===== config.mk =====
export PLATFORM = sky130hd
export DESIGN_NAME = dbg_dump_top
export DESIGN_NICKNAME = d
export VERILOG_FILES = /design/src/logic/dbg_pkg.sv /design/src/logic/dbg_dump_top.sv /design/src/logic/uart_tx.sv /design/src/logic/dbg_byte_fifo.sv /design/src/logic/dbg_snapshot.sv
export SDC_FILE = /design/constraint.sdc
export NUM_CORES = 2
export LEC_CHECK = 0
export ABC_AREA = 1
export BUFFER_PORTS_ARGS = -buffer_cell sky130_fd_sc_hd__buf_2
export CORE_MARGIN = 5
export CORE_UTILIZATION = 32
export DETAILED_ROUTE_END_ITERATION = 8
export GPL_TIMING_DRIVEN = 1
export PLACE_DENSITY = 0.51
export SYNTH_ARGS = -nofsm -noshare
export SYNTH_HDL_FRONTEND = slang
export SYNTH_HIERARCHICAL = 1
export SYNTH_SLANG_ARGS = --single-unit

===== constraint.sdc =====
create_clock -name clk -period 12.1 [get_ports clk]
set_input_delay 1.21 -clock clk [delete_from_list [all_inputs] [get_ports clk]]
set_output_delay 1.21 -clock clk [all_outputs]
set_load 0.05 [all_outputs]

===== src/logic/dbg_pkg.sv =====
package dbg_pkg;

  ////////////////////
  // Dump layout
  ////////////////////
  localparam int num_regs   = 32;  // General registers in the file
  localparam int reg_bytes  = 128; // Four bytes per register
  localparam int dump_bytes = 132; // Register bytes plus four status bytes

  ////////////////////
  // Status byte tags
  ////////////////////
  localparam logic [1:0] tag_ctrl2_id = 2'b00;    // Byte 128, two-bit ID/EX controls
  localparam logic [2:0] tag_ctrl1_id = 3'b101;   // Byte 129, one-bit ID/EX controls
  localparam logic [2:0] tag_ex       = 3'b010;   // Byte 130, EX/MEM controls
  localparam logic [4:0] tag_mem      = 5'b00110; // Byte 131, MEM/WB controls

  ////////////////////
  // Buffer and line
  ////////////////////
  localparam int fifo_depth   = 256; // Deeper than one dump, so a dump never stalls
  localparam int fifo_aw      = 8;   // Pointer width, wraps at fifo_depth
  localparam int clks_per_bit = 16;  // UART bit time in clk cycles

endpackage

===== src/logic/dbg_dump_top.sv =====
`timescale 1ns/100ps

module dbg_dump_top
(
  input  logic        clk,
  input  logic        rst,
  input  logic        snap,
  input  logic [31:0] reg_data,
  // ID/EX controls
  input  logic        branch_id,
  input  logic        mem_read_id,
  input  logic        mem_write_id,
  input  logic        alu_src_id,
  input  logic        reg_write_id,
  input  logic [1:0]  reg_dst_id,
  input  logic [1:0]  mem_to_reg_id,
  input  logic [1:0]  alu_op_id,
  // EX/MEM controls
  input  logic        mem_read_ex,
  input  logic        mem_write_ex,
  input  logic        reg_write_ex,
  input  logic [1:0]  mem_to_reg_ex,
  // MEM/WB controls
  input  logic        reg_write_mem,
  input  logic [1:0]  mem_to_reg_mem,
  output logic [4:0]  reg_addr,       // Spare register file read port
  output logic        tx,             // UART line
  output logic        busy            // Dump still draining
);

  logic       push, full;            // Producer to buffer
  logic [7:0] push_data;
  logic       pop, empty;            // Buffer to line
  logic [7:0] pop_data;
  logic       active, tx_busy;

  dbg_snapshot snap0
  (
    .clk, .rst, .snap, .reg_data,
    .branch_id, .mem_read_id, .mem_write_id, .alu_src_id, .reg_write_id,
    .reg_dst_id, .mem_to_reg_id, .alu_op_id,
    .mem_read_ex, .mem_write_ex, .reg_write_ex, .mem_to_reg_ex,
    .reg_write_mem, .mem_to_reg_mem,
    .reg_addr, .push, .push_data, .full, .active
  );

  dbg_byte_fifo fifo0
  (
    .clk, .rst, .push, .push_data, .full, .pop, .pop_data, .empty
  );

  uart_tx tx0
  (
    .clk, .rst, .pop_data, .empty, .pop, .tx, .tx_busy
  );

  // Producing, buffered or on the line
  assign busy = active | ~empty | tx_busy;

endmodule


===== src/logic/uart_tx.sv =====
`timescale 1ns/100ps

module uart_tx
(
  input  logic       clk,
  input  logic       rst,
  input  logic [7:0] pop_data,   // FIFO head byte
  input  logic       empty,
  output logic       pop,        // Take the head byte this cycle
  output logic       tx,         // Serial line, idles high
  output logic       tx_busy     // Frame on the line
);

  enum logic [1:0] {st_idle, st_start, st_data, st_stop} state_q;

  logic [$clog2(dbg_pkg::clks_per_bit)-1:0] bit_cnt_q;  // Cycles into the current bit
  logic [2:0]                               bit_idx_q;  // Data bit being sent
  logic [7:0]                               shift_q;    // LSB is on the line in st_data
  logic                                     bit_last;   // Final cycle of a bit

  assign bit_last = (bit_cnt_q == ($bits(bit_cnt_q))'(dbg_pkg::clks_per_bit - 1));

  // Pop when idle, or on the last stop cycle for back-to-back frames
  assign pop = ~empty & ((state_q == st_idle) | ((state_q == st_stop) & bit_last));

  ////////////////////
  // Frame FSM
  ////////////////////
  always_ff @(posedge clk)
  begin
    if (rst)
    begin
      state_q   <= st_idle;
      bit_cnt_q <= '0;
      bit_idx_q <= 3'd0;
    end
    else
    begin
      if (state_q == st_idle || bit_last)
        bit_cnt_q <= '0;
      else
        bit_cnt_q <= bit_cnt_q + 1'b1;
      case (state_q)
        st_idle:
          if (pop)
            state_q <= st_start;           // Start bit on the next cycle
        st_start:
          if (bit_last)
          begin
            state_q   <= st_data;
            bit_idx_q <= 3'd0;
          end
        st_data:
          if (bit_last)
          begin
            bit_idx_q <= bit_idx_q + 3'd1;
            if (bit_idx_q == 3'd7)
              state_q <= st_stop;
          end
        default:                           // Stop bit
          if (bit_last)
            state_q <= pop ? st_start : st_idle;
      endcase
    end
  end

  // Data shift register
  always_ff @(posedge clk)
  begin
    if (pop)
      shift_q <= pop_data;                 // Load on the pop edge
    else if (state_q == st_data && bit_last)
      shift_q <= {1'b0, shift_q[7:1]};     // LSB first
  end

  assign tx = (state_q == st_start) ? 1'b0 :
              (state_q == st_data)  ? shift_q[0] : 1'b1;

  assign tx_busy = (state_q != st_idle);

endmodule


===== src/logic/dbg_byte_fifo.sv =====
`timescale 1ns/100ps

module dbg_byte_fifo
(
  input  logic       clk,
  input  logic       rst,
  input  logic       push,       // Write request
  input  logic [7:0] push_data,
  output logic       full,
  input  logic       pop,        // Read request
  output logic [7:0] pop_data,   // Head entry
  output logic       empty
);

  logic [7:0]                  mem [0:dbg_pkg::fifo_depth-1];
  logic [dbg_pkg::fifo_aw-1:0] wr_ptr_q, wr_ptr_next, wr_ptr_succ;
  logic [dbg_pkg::fifo_aw-1:0] rd_ptr_q, rd_ptr_next, rd_ptr_succ;
  logic                        full_q, full_next;
  logic                        empty_q, empty_next;
  logic                        wr_en;                 // Legal push
  logic                        rd_en;                 // Legal pop

  assign wr_en = push & ~full_q;   // Push while full is dropped
  assign rd_en = pop & ~empty_q;   // Pop while empty is dropped

  ////////////////////
  // Storage
  ////////////////////
  always_ff @(posedge clk)
  begin
    if (wr_en)
      mem[wr_ptr_q] <= push_data;
  end

  assign pop_data = mem[rd_ptr_q];

  ////////////////////
  // Pointers and flags
  ////////////////////
  always_ff @(posedge clk)
  begin
    if (rst)
    begin
      wr_ptr_q <= '0;
      rd_ptr_q <= '0;
      full_q   <= 1'b0;
      empty_q  <= 1'b1;
    end
    else
    begin
      wr_ptr_q <= wr_ptr_next;
      rd_ptr_q <= rd_ptr_next;
      full_q   <= full_next;
      empty_q  <= empty_next;
    end
  end

  assign wr_ptr_succ = wr_ptr_q + 1'b1;  // Wraps at fifo_depth
  assign rd_ptr_succ = rd_ptr_q + 1'b1;

  always_comb
  begin
    wr_ptr_next = wr_ptr_q;
    rd_ptr_next = rd_ptr_q;
    full_next   = full_q;
    empty_next  = empty_q;
    case ({wr_en, rd_en})
      2'b01:                                  // Pop only
      begin
        rd_ptr_next = rd_ptr_succ;
        full_next   = 1'b0;
        if (rd_ptr_succ == wr_ptr_q)
          empty_next = 1'b1;                  // Last entry leaves
      end
      2'b10:                                  // Push only
      begin
        wr_ptr_next = wr_ptr_succ;
        empty_next  = 1'b0;
        if (wr_ptr_succ == rd_ptr_q)
          full_next = 1'b1;                   // Writer caught the reader
      end
      2'b11:                                  // Both, occupancy unchanged
      begin
        wr_ptr_next = wr_ptr_succ;
        rd_ptr_next = rd_ptr_succ;
      end
      default: ;                              // Idle
    endcase
  end

  assign full  = full_q;
  assign empty = empty_q;

endmodule


===== src/logic/dbg_snapshot.sv =====
`timescale 1ns/100ps

module dbg_snapshot
(
  input  logic                                   clk,
  input  logic                                   rst,
  input  logic                                   snap,           // One-cycle dump request
  input  logic [31:0]                            reg_data,       // Spare read port data
  // ID/EX controls
  input  logic                                   branch_id,
  input  logic                                   mem_read_id,
  input  logic                                   mem_write_id,
  input  logic                                   alu_src_id,
  input  logic                                   reg_write_id,
  input  logic [1:0]                             reg_dst_id,
  input  logic [1:0]                             mem_to_reg_id,
  input  logic [1:0]                             alu_op_id,
  // EX/MEM controls
  input  logic                                   mem_read_ex,
  input  logic                                   mem_write_ex,
  input  logic                                   reg_write_ex,
  input  logic [1:0]                             mem_to_reg_ex,
  // MEM/WB controls
  input  logic                                   reg_write_mem,
  input  logic [1:0]                             mem_to_reg_mem,
  output logic [$clog2(dbg_pkg::num_regs)-1:0]   reg_addr,       // Spare read port address
  output logic                                   push,           // Byte valid toward the FIFO
  output logic [7:0]                             push_data,
  input  logic                                   full,           // FIFO back-pressure
  output logic                                   active          // Dump in progress
);

  logic        running_q;   // Producer is walking the dump
  logic [7:0]  cnt_q;       // Byte index 0 to 131
  logic [18:0] ctrl_q;      // Control inputs frozen at the snap
  logic        reg_phase;   // Index still inside the register bytes
  logic        last_byte;   // Index on the final status byte
  logic        advance;     // Byte accepted this cycle
  logic [31:0] status_word; // Four tagged status bytes, byte 128 on top
  logic [31:0] src_word;    // Word the current byte is cut from

  ////////////////////
  // Sequencing
  ////////////////////
  assign advance   = running_q & ~full;                      // Hold the byte while full
  assign last_byte = (cnt_q == 8'(dbg_pkg::dump_bytes - 1));

  always_ff @(posedge clk)
  begin
    if (rst)
    begin
      running_q <= 1'b0;
      cnt_q     <= 8'd0;
    end
    else if (!running_q)
    begin
      if (snap)
      begin
        running_q <= 1'b1;                                   // First push on the next cycle
        cnt_q     <= 8'd0;
      end
    end
    else if (advance)
    begin
      if (last_byte)
      begin
        running_q <= 1'b0;                                   // Dump complete
        cnt_q     <= 8'd0;
      end
      else
        cnt_q <= cnt_q + 8'd1;
    end
  end

  // Freeze the pipeline controls; a snap during a dump is ignored
  always_ff @(posedge clk)
  begin
    if (snap && !running_q)
      ctrl_q <= {reg_dst_id, mem_to_reg_id, alu_op_id,                    // [18:13]
                 branch_id, mem_read_id, mem_write_id, alu_src_id,        // [12:9]
                 reg_write_id,                                            // [8]
                 mem_read_ex, mem_write_ex, reg_write_ex, mem_to_reg_ex,  // [7:3]
                 reg_write_mem, mem_to_reg_mem};                          // [2:0]
  end

  ////////////////////
  // Byte selection
  ////////////////////
  assign reg_phase = (cnt_q < 8'(dbg_pkg::reg_bytes));
  assign reg_addr  = cnt_q[2 +: $clog2(dbg_pkg::num_regs)]; // Index divided by four

  assign status_word = {dbg_pkg::tag_ctrl2_id, ctrl_q[18:13],  // Byte 128
                        dbg_pkg::tag_ctrl1_id, ctrl_q[12:8],   // Byte 129
                        dbg_pkg::tag_ex,       ctrl_q[7:3],    // Byte 130
                        dbg_pkg::tag_mem,      ctrl_q[2:0]};   // Byte 131

  assign src_word = reg_phase ? reg_data : status_word;

  // Most significant byte of each word goes first
  always_comb
  begin
    case (cnt_q[1:0])
      2'd0:    push_data = src_word[31:24];
      2'd1:    push_data = src_word[23:16];
      2'd2:    push_data = src_word[15:8];
      default: push_data = src_word[7:0];
    endcase
  end

  assign push   = running_q;  // One byte offered per cycle
  assign active = running_q;

endmodule


; ---- After elaboration in Yosys (flattened, before gate mapping)
; Memory sizes are Yosys's and may differ from the RTL's. A register that Yosys moved wholly into a read port is not among the register bits.
; Cells that the tools add are included.
[word_totals]
reg_bits = 63
mem_bits_rw = 2048
input_bits = 54
output_inout_bits = 7
elab_cells = 99
n_memories = 1
[op_classes]
add_sub_neg = 5
n_lt_le_gt_ge = 1
eq_ne = 20
n_mux = 32
bitwise_logic = 9
reduce_logical = 20
[mem_list]
columns = memory, words, word_bits, read_ports, rd_ports_with_merged_regs, wr, line
row1 = fifo0.mem, 256, 8, 1, 1, 1, dbg_byte_fifo.sv:15  ; logic [7:0] mem [0:dbg_pkg::fifo_depth-1];
[ops]
columns = operator, count
row1 = 2-to-1 mux 8 bit, 8
row2 = 2-to-1 mux 32 bit, 1
row3 = "adder 8 x 1 -> 8 bit, second input constant", 3
row4 = case mux 8 bit (3 select lines), 1
row5 = == test 8 bit, 2
row6 = "inequality test 2 x 1 -> 1 bit, second input constant", 6
row7 = nonzero test 2 bit, 6
row8 = 2-to-1 mux 1 bit, 11
row9 = "== test 2 bit, second input constant", 5
row10 = 2-to-1 mux 2 bit, 5
row11 = "== test 8 bit, second input constant", 1
row12 = "less-than comparator 8 bit, second input constant", 1
row13 = "== test 2 x 1 -> 1 bit, second input constant", 3
row14 = 2-to-1 mux 3 bit, 2
row15 = case mux 2 bit (3 select lines), 1
row16 = case mux 3 bit (2 select lines), 1
row17 = AND reduction 2 bit, 3
row18 = OR reduction 2 bit, 3
row19 = AND reduction 5 bit, 1
row20 = "adder 4 x 1 -> 4 bit, second input constant", 1
row21 = AND 1 bit, 4
row22 = "== test 4 bit, second input constant", 1
row23 = zero test 2 bit, 2
row24 = case mux 1 bit (2 select lines), 2
row25 = other kinds (9), 13

; ---- Logic depth before layout (Yosys ltp)
[logic_depth]
depth_word = 9
depth_mapped = 17
ltp_nobuf = 16

; ---- By module
; Netlist, hierarchy kept.
[by_module_without_submodules]
columns = module, n_inst, cells_per_inst, area_each_um2, seq_area_each_um2
row1 = dbg_byte_fifo, 1, 7153, 84419.7, 62019.5
row2 = dbg_snapshot, 1, 196, 1637.8, 750.7
row3 = uart_tx, 1, 100, 858.3, 420.4
row4 = dbg_dump_top, 1, 3, 12.5, 0.0

; ---- Least setup slack after synthesis
; OpenSTA, ideal clock, no wires.
[synth_timing]
kind = in2reg
startpoint = input port reg_data[13]
endpoint = memory fifo0.mem[0][5], data pin
t_arrival_ps = 8855
slack_ps = 1538
cell_stages = 2
cell_sequence = nand3_1 > a41oi_1
[synth_via]
elab_chain_cells = 2
[synth_lines]
columns = element, line
row1 = start: declaration, dbg_dump_top.sv:8  ; input logic [31:0] reg_data,
row2 = 2-to-1 mux 32 bit, dbg_snapshot.sv:97  ; assign src_word = reg_phase ? reg_data : status_word;
row3 = case mux 8 bit (3 select lines), dbg_snapshot.sv:102  ; case (cnt_q[1:0])
row4 = net push_data[5], dbg_dump_top.sv:32  ; logic [7:0] push_data;
row5 = end: declaration, dbg_byte_fifo.sv:15
; The timed path passes the listed nets, and every way through them passes these cells.

==> results.md <==
- DR pass1 iterations: 6
- Endpoints failing setup: 0
- Die extent in y: 531 µm
- Non-filler instance count after layout: 11,070
- Logic pwr share: 9.9%
- Final count of hold timing violations: 0
- CP required: 12.70 ns
- Core Region: 271,000 µm²
- Nets@finish: 7,395
- Vias in the first global route: 54,789
- P&R area growth vs syn: 11.3%
- Die area: 282,000 µm²
- Syn Std Cell Area: 86,900 µm²
- Starting Density: 32.1%
- Data arrival, critical path: 5.58 ns
- Placed Cells: 10,674
- Most frequent cells in the layout: nand2_1, edfxtp_1, nand3_1
- ANT nets after route: 0
- Yosys warns: 6
- Worst skew pair latency: 0.86 ns
- Syn nets: 7,525
- Setup_tns: 0 ns
- DPL Wire Length: 142,000 µm
- Layout cells sized above 1: 6.34%
- Slew HR: -16.2%
- CP most frequent cell: nand3_1
- Largest delay share family, worst path: buffers and inverters
- CTS Buffer Depth: 3
- Vias: 56,892
- Utilization after layout: 35.8%
- CTS Buf Count: 216
- CP max-delay cell: buf_4
- Count of cell types in the netlist: 36
- DR WL/cell: 23.0 µm
- Antenna violations before repair: 10
- Depth of the CTS H-tree: 4
- CP Capture Type: register
- IR drop worst, VDD: 0.149 mV
- Global-route wire length before repair: 374,000 µm
- Peak Freq: 0.201 GHz
- Synth Instances: 7,452
- Slew at the pin closest to its max-slew limit: 1.74 ns
- Max incr delay on CP: 0.84 ns
- Floorplan row count: 191
- Min-delay src: tx0/bit_idx_q[0]$_SDFFE_PP0P_
- Clk slew on worst S/H paths: 0.06 ns
- Worst Setup Start Kind: register
- Tcrit/Tclk final: 41.1%
- Final WL: 255,000 µm
- Switch share: 25.3%
- Clock Skew: 0.0321 ns
- CTS Sinks: 2,119
- WP buf/inv: 4
- Total I/O pin count: 61
- Sequential share of the synthesized area: 72.7%
- Drt drc: 0
- Worst-path cell chain: buf_4, buf_4, buf_4, nand3_1, nand3_1, nand3_1, nand3_1, nand3_1, nand3_1, nand2_1, nand2_1, nand2_1, inv_1, nor2_1
- Critical Path Fanout Max: 71
- Commonest non-fill, non-tap cell in the layout: nand2_1
- Max-cap check violation count: 0
- Power density over cell area: 168 nW/µm²
- Die Width: 531 µm
- CTS resizes: 0
- Synthesized flop and latch total: 2,119
- Gr ovfl total: 0
- Unrepaired setup endpoints after global routing: false
- Int Pwr: 12.2 mW
- DR vias/cell: 5.14
- Crit path kind: register to register
- Hold_buf cts: 0
- Port Buffer Count: 60
- Failing checks: max-slew violations
- Status: finished, violations left
- Power share of the clock group: 38.8%
- 1st-iter DRT viols: 5,985
- Final Wtd Congestion: 0.817
- NetSw: 4.12 mW
- TritonCTS clock tree: done
- Tmin final: 4.97 ns
- Largest net degree at the start of global routing: 216
- Leak Pwr: 32.8 nW
- Root Buffer: clkbuf_16
- Postcts setup bufs: 0
- Slew Limit Fails: 245
- Global Route Usage Sum: 17.6%
- Seq pwr share: 51.3%
- Avg Inst Size Synth: 11.7 µm²
- Min-Delay Path Class: register to register
Yosys cell counts (all sizes together):
cell	n	area [µm²]
xnor2	6	52.6
nor3	2	10.0
nor2	320	1220
nand4	4	25.0
clkinv	1	3.75
o21a	2	15.0
o211ai	3	22.5
edfxtp	2075	62300
nand2	2233	8400
o21ai	38	190
buf	391	2090
clkbuf	109	417
a22o	2	17.5
dfxtp	44	881
nand3	2053	10300
xor2	18	158
inv	90	340
and3	1	6.26
o21bai	2	15.0
a41oi	1	8.76
ha	19	238
a21oi	37	208
or2	1	6.26
layout make-up:
class,count,area (µm²)
flip-flops and latches,2119,63200
repair buffers,152,1090
multi-input cells,4742,21000
fillers,26475,174000
inverters,91,375
well taps,3570,4470
clock inverters,117,887
diodes,4,10.0
clock buffers,275,5710
stage by stage:
stage / hold slack, ns / power (mW) / area, µm² / setup WS, ns
after detailed placement: 0.453 / 10.1 / 90100 / 7.23
after global placement: 0.431 / 10.1 / 90100 / 7.22
after global routing: 0.484 / 16.9 / 96700 / 7.05
after floorplan: 0.418 / 9.57 / 86900 / 1.54
final: 0.458 / 16.3 / 96700 / 7.13
after CTS: 0.462 / 16.4 / 96700 / 7.24
registers in the layout, indices dropped and copies added (netlist names), named ones only:
register,cells
fifo0/empty,1
snap0/active,1
fifo0/full,1
fifo0/wr_ptr_q,8
tx0/bit_idx_q,3
snap0/cnt_q,8
snap0/ctrl_q,19
tx0/shift_q,8
tx0/bit_cnt_q,4
fifo0/mem,2048
fifo0/rd_ptr_q,8
tx0/state_q,2
power groups by stage:
stage          registers [mW]  logic, mW  clock network [mW]
3_3_place_gp             8.51       1.62                   0
6_report                 8.35       1.62                6.32
2_1_floorplan            8.60      0.963                   0
3_5_place_dp             8.51       1.63                   0
4_1_cts                  8.35       1.63                6.46
5_1_grt                  8.35       1.76                6.75
kinds of logic (layout without fill, tap and decap cells):
group	Yosys count	count (layout)	synth area share, %
xor gates and xnor gates	24	24	0.242
adders and majority gates	19	19	0.273
and+or+nand+nor	4614	4614	23.0
other	0	4	0
AOI/OAI and AO/OA	85	85	0.548
buffers and inverters	591	635	3.28
DFF	2119	2119	72.7
layer usage:
metal	vias to the layer above	part of all wire [%]	GRT usage, %
met3	387	6.1	2.23
met2	1990	47	28.3
met1	28448	44	24.6
met4	4	3.3	6.18
li1	26063	-	-
met5	-	0.010	0
worst paths after layout:
kind	endpoint	slack [ns]	cells after the start
worst max-delay path	tx0/shift_q[7]$_SDFFCE_PN0P_	7.13	14
worst min-delay path	tx0/bit_idx_q[0]$_SDFFE_PP0P_	0.46	1
worst max register to register	tx0/shift_q[7]$_SDFFCE_PN0P_	7.13	14
worst min register to register	tx0/bit_idx_q[0]$_SDFFE_PP0P_	0.46	1
Note: power is estimated with default switching activity, not from simulation.
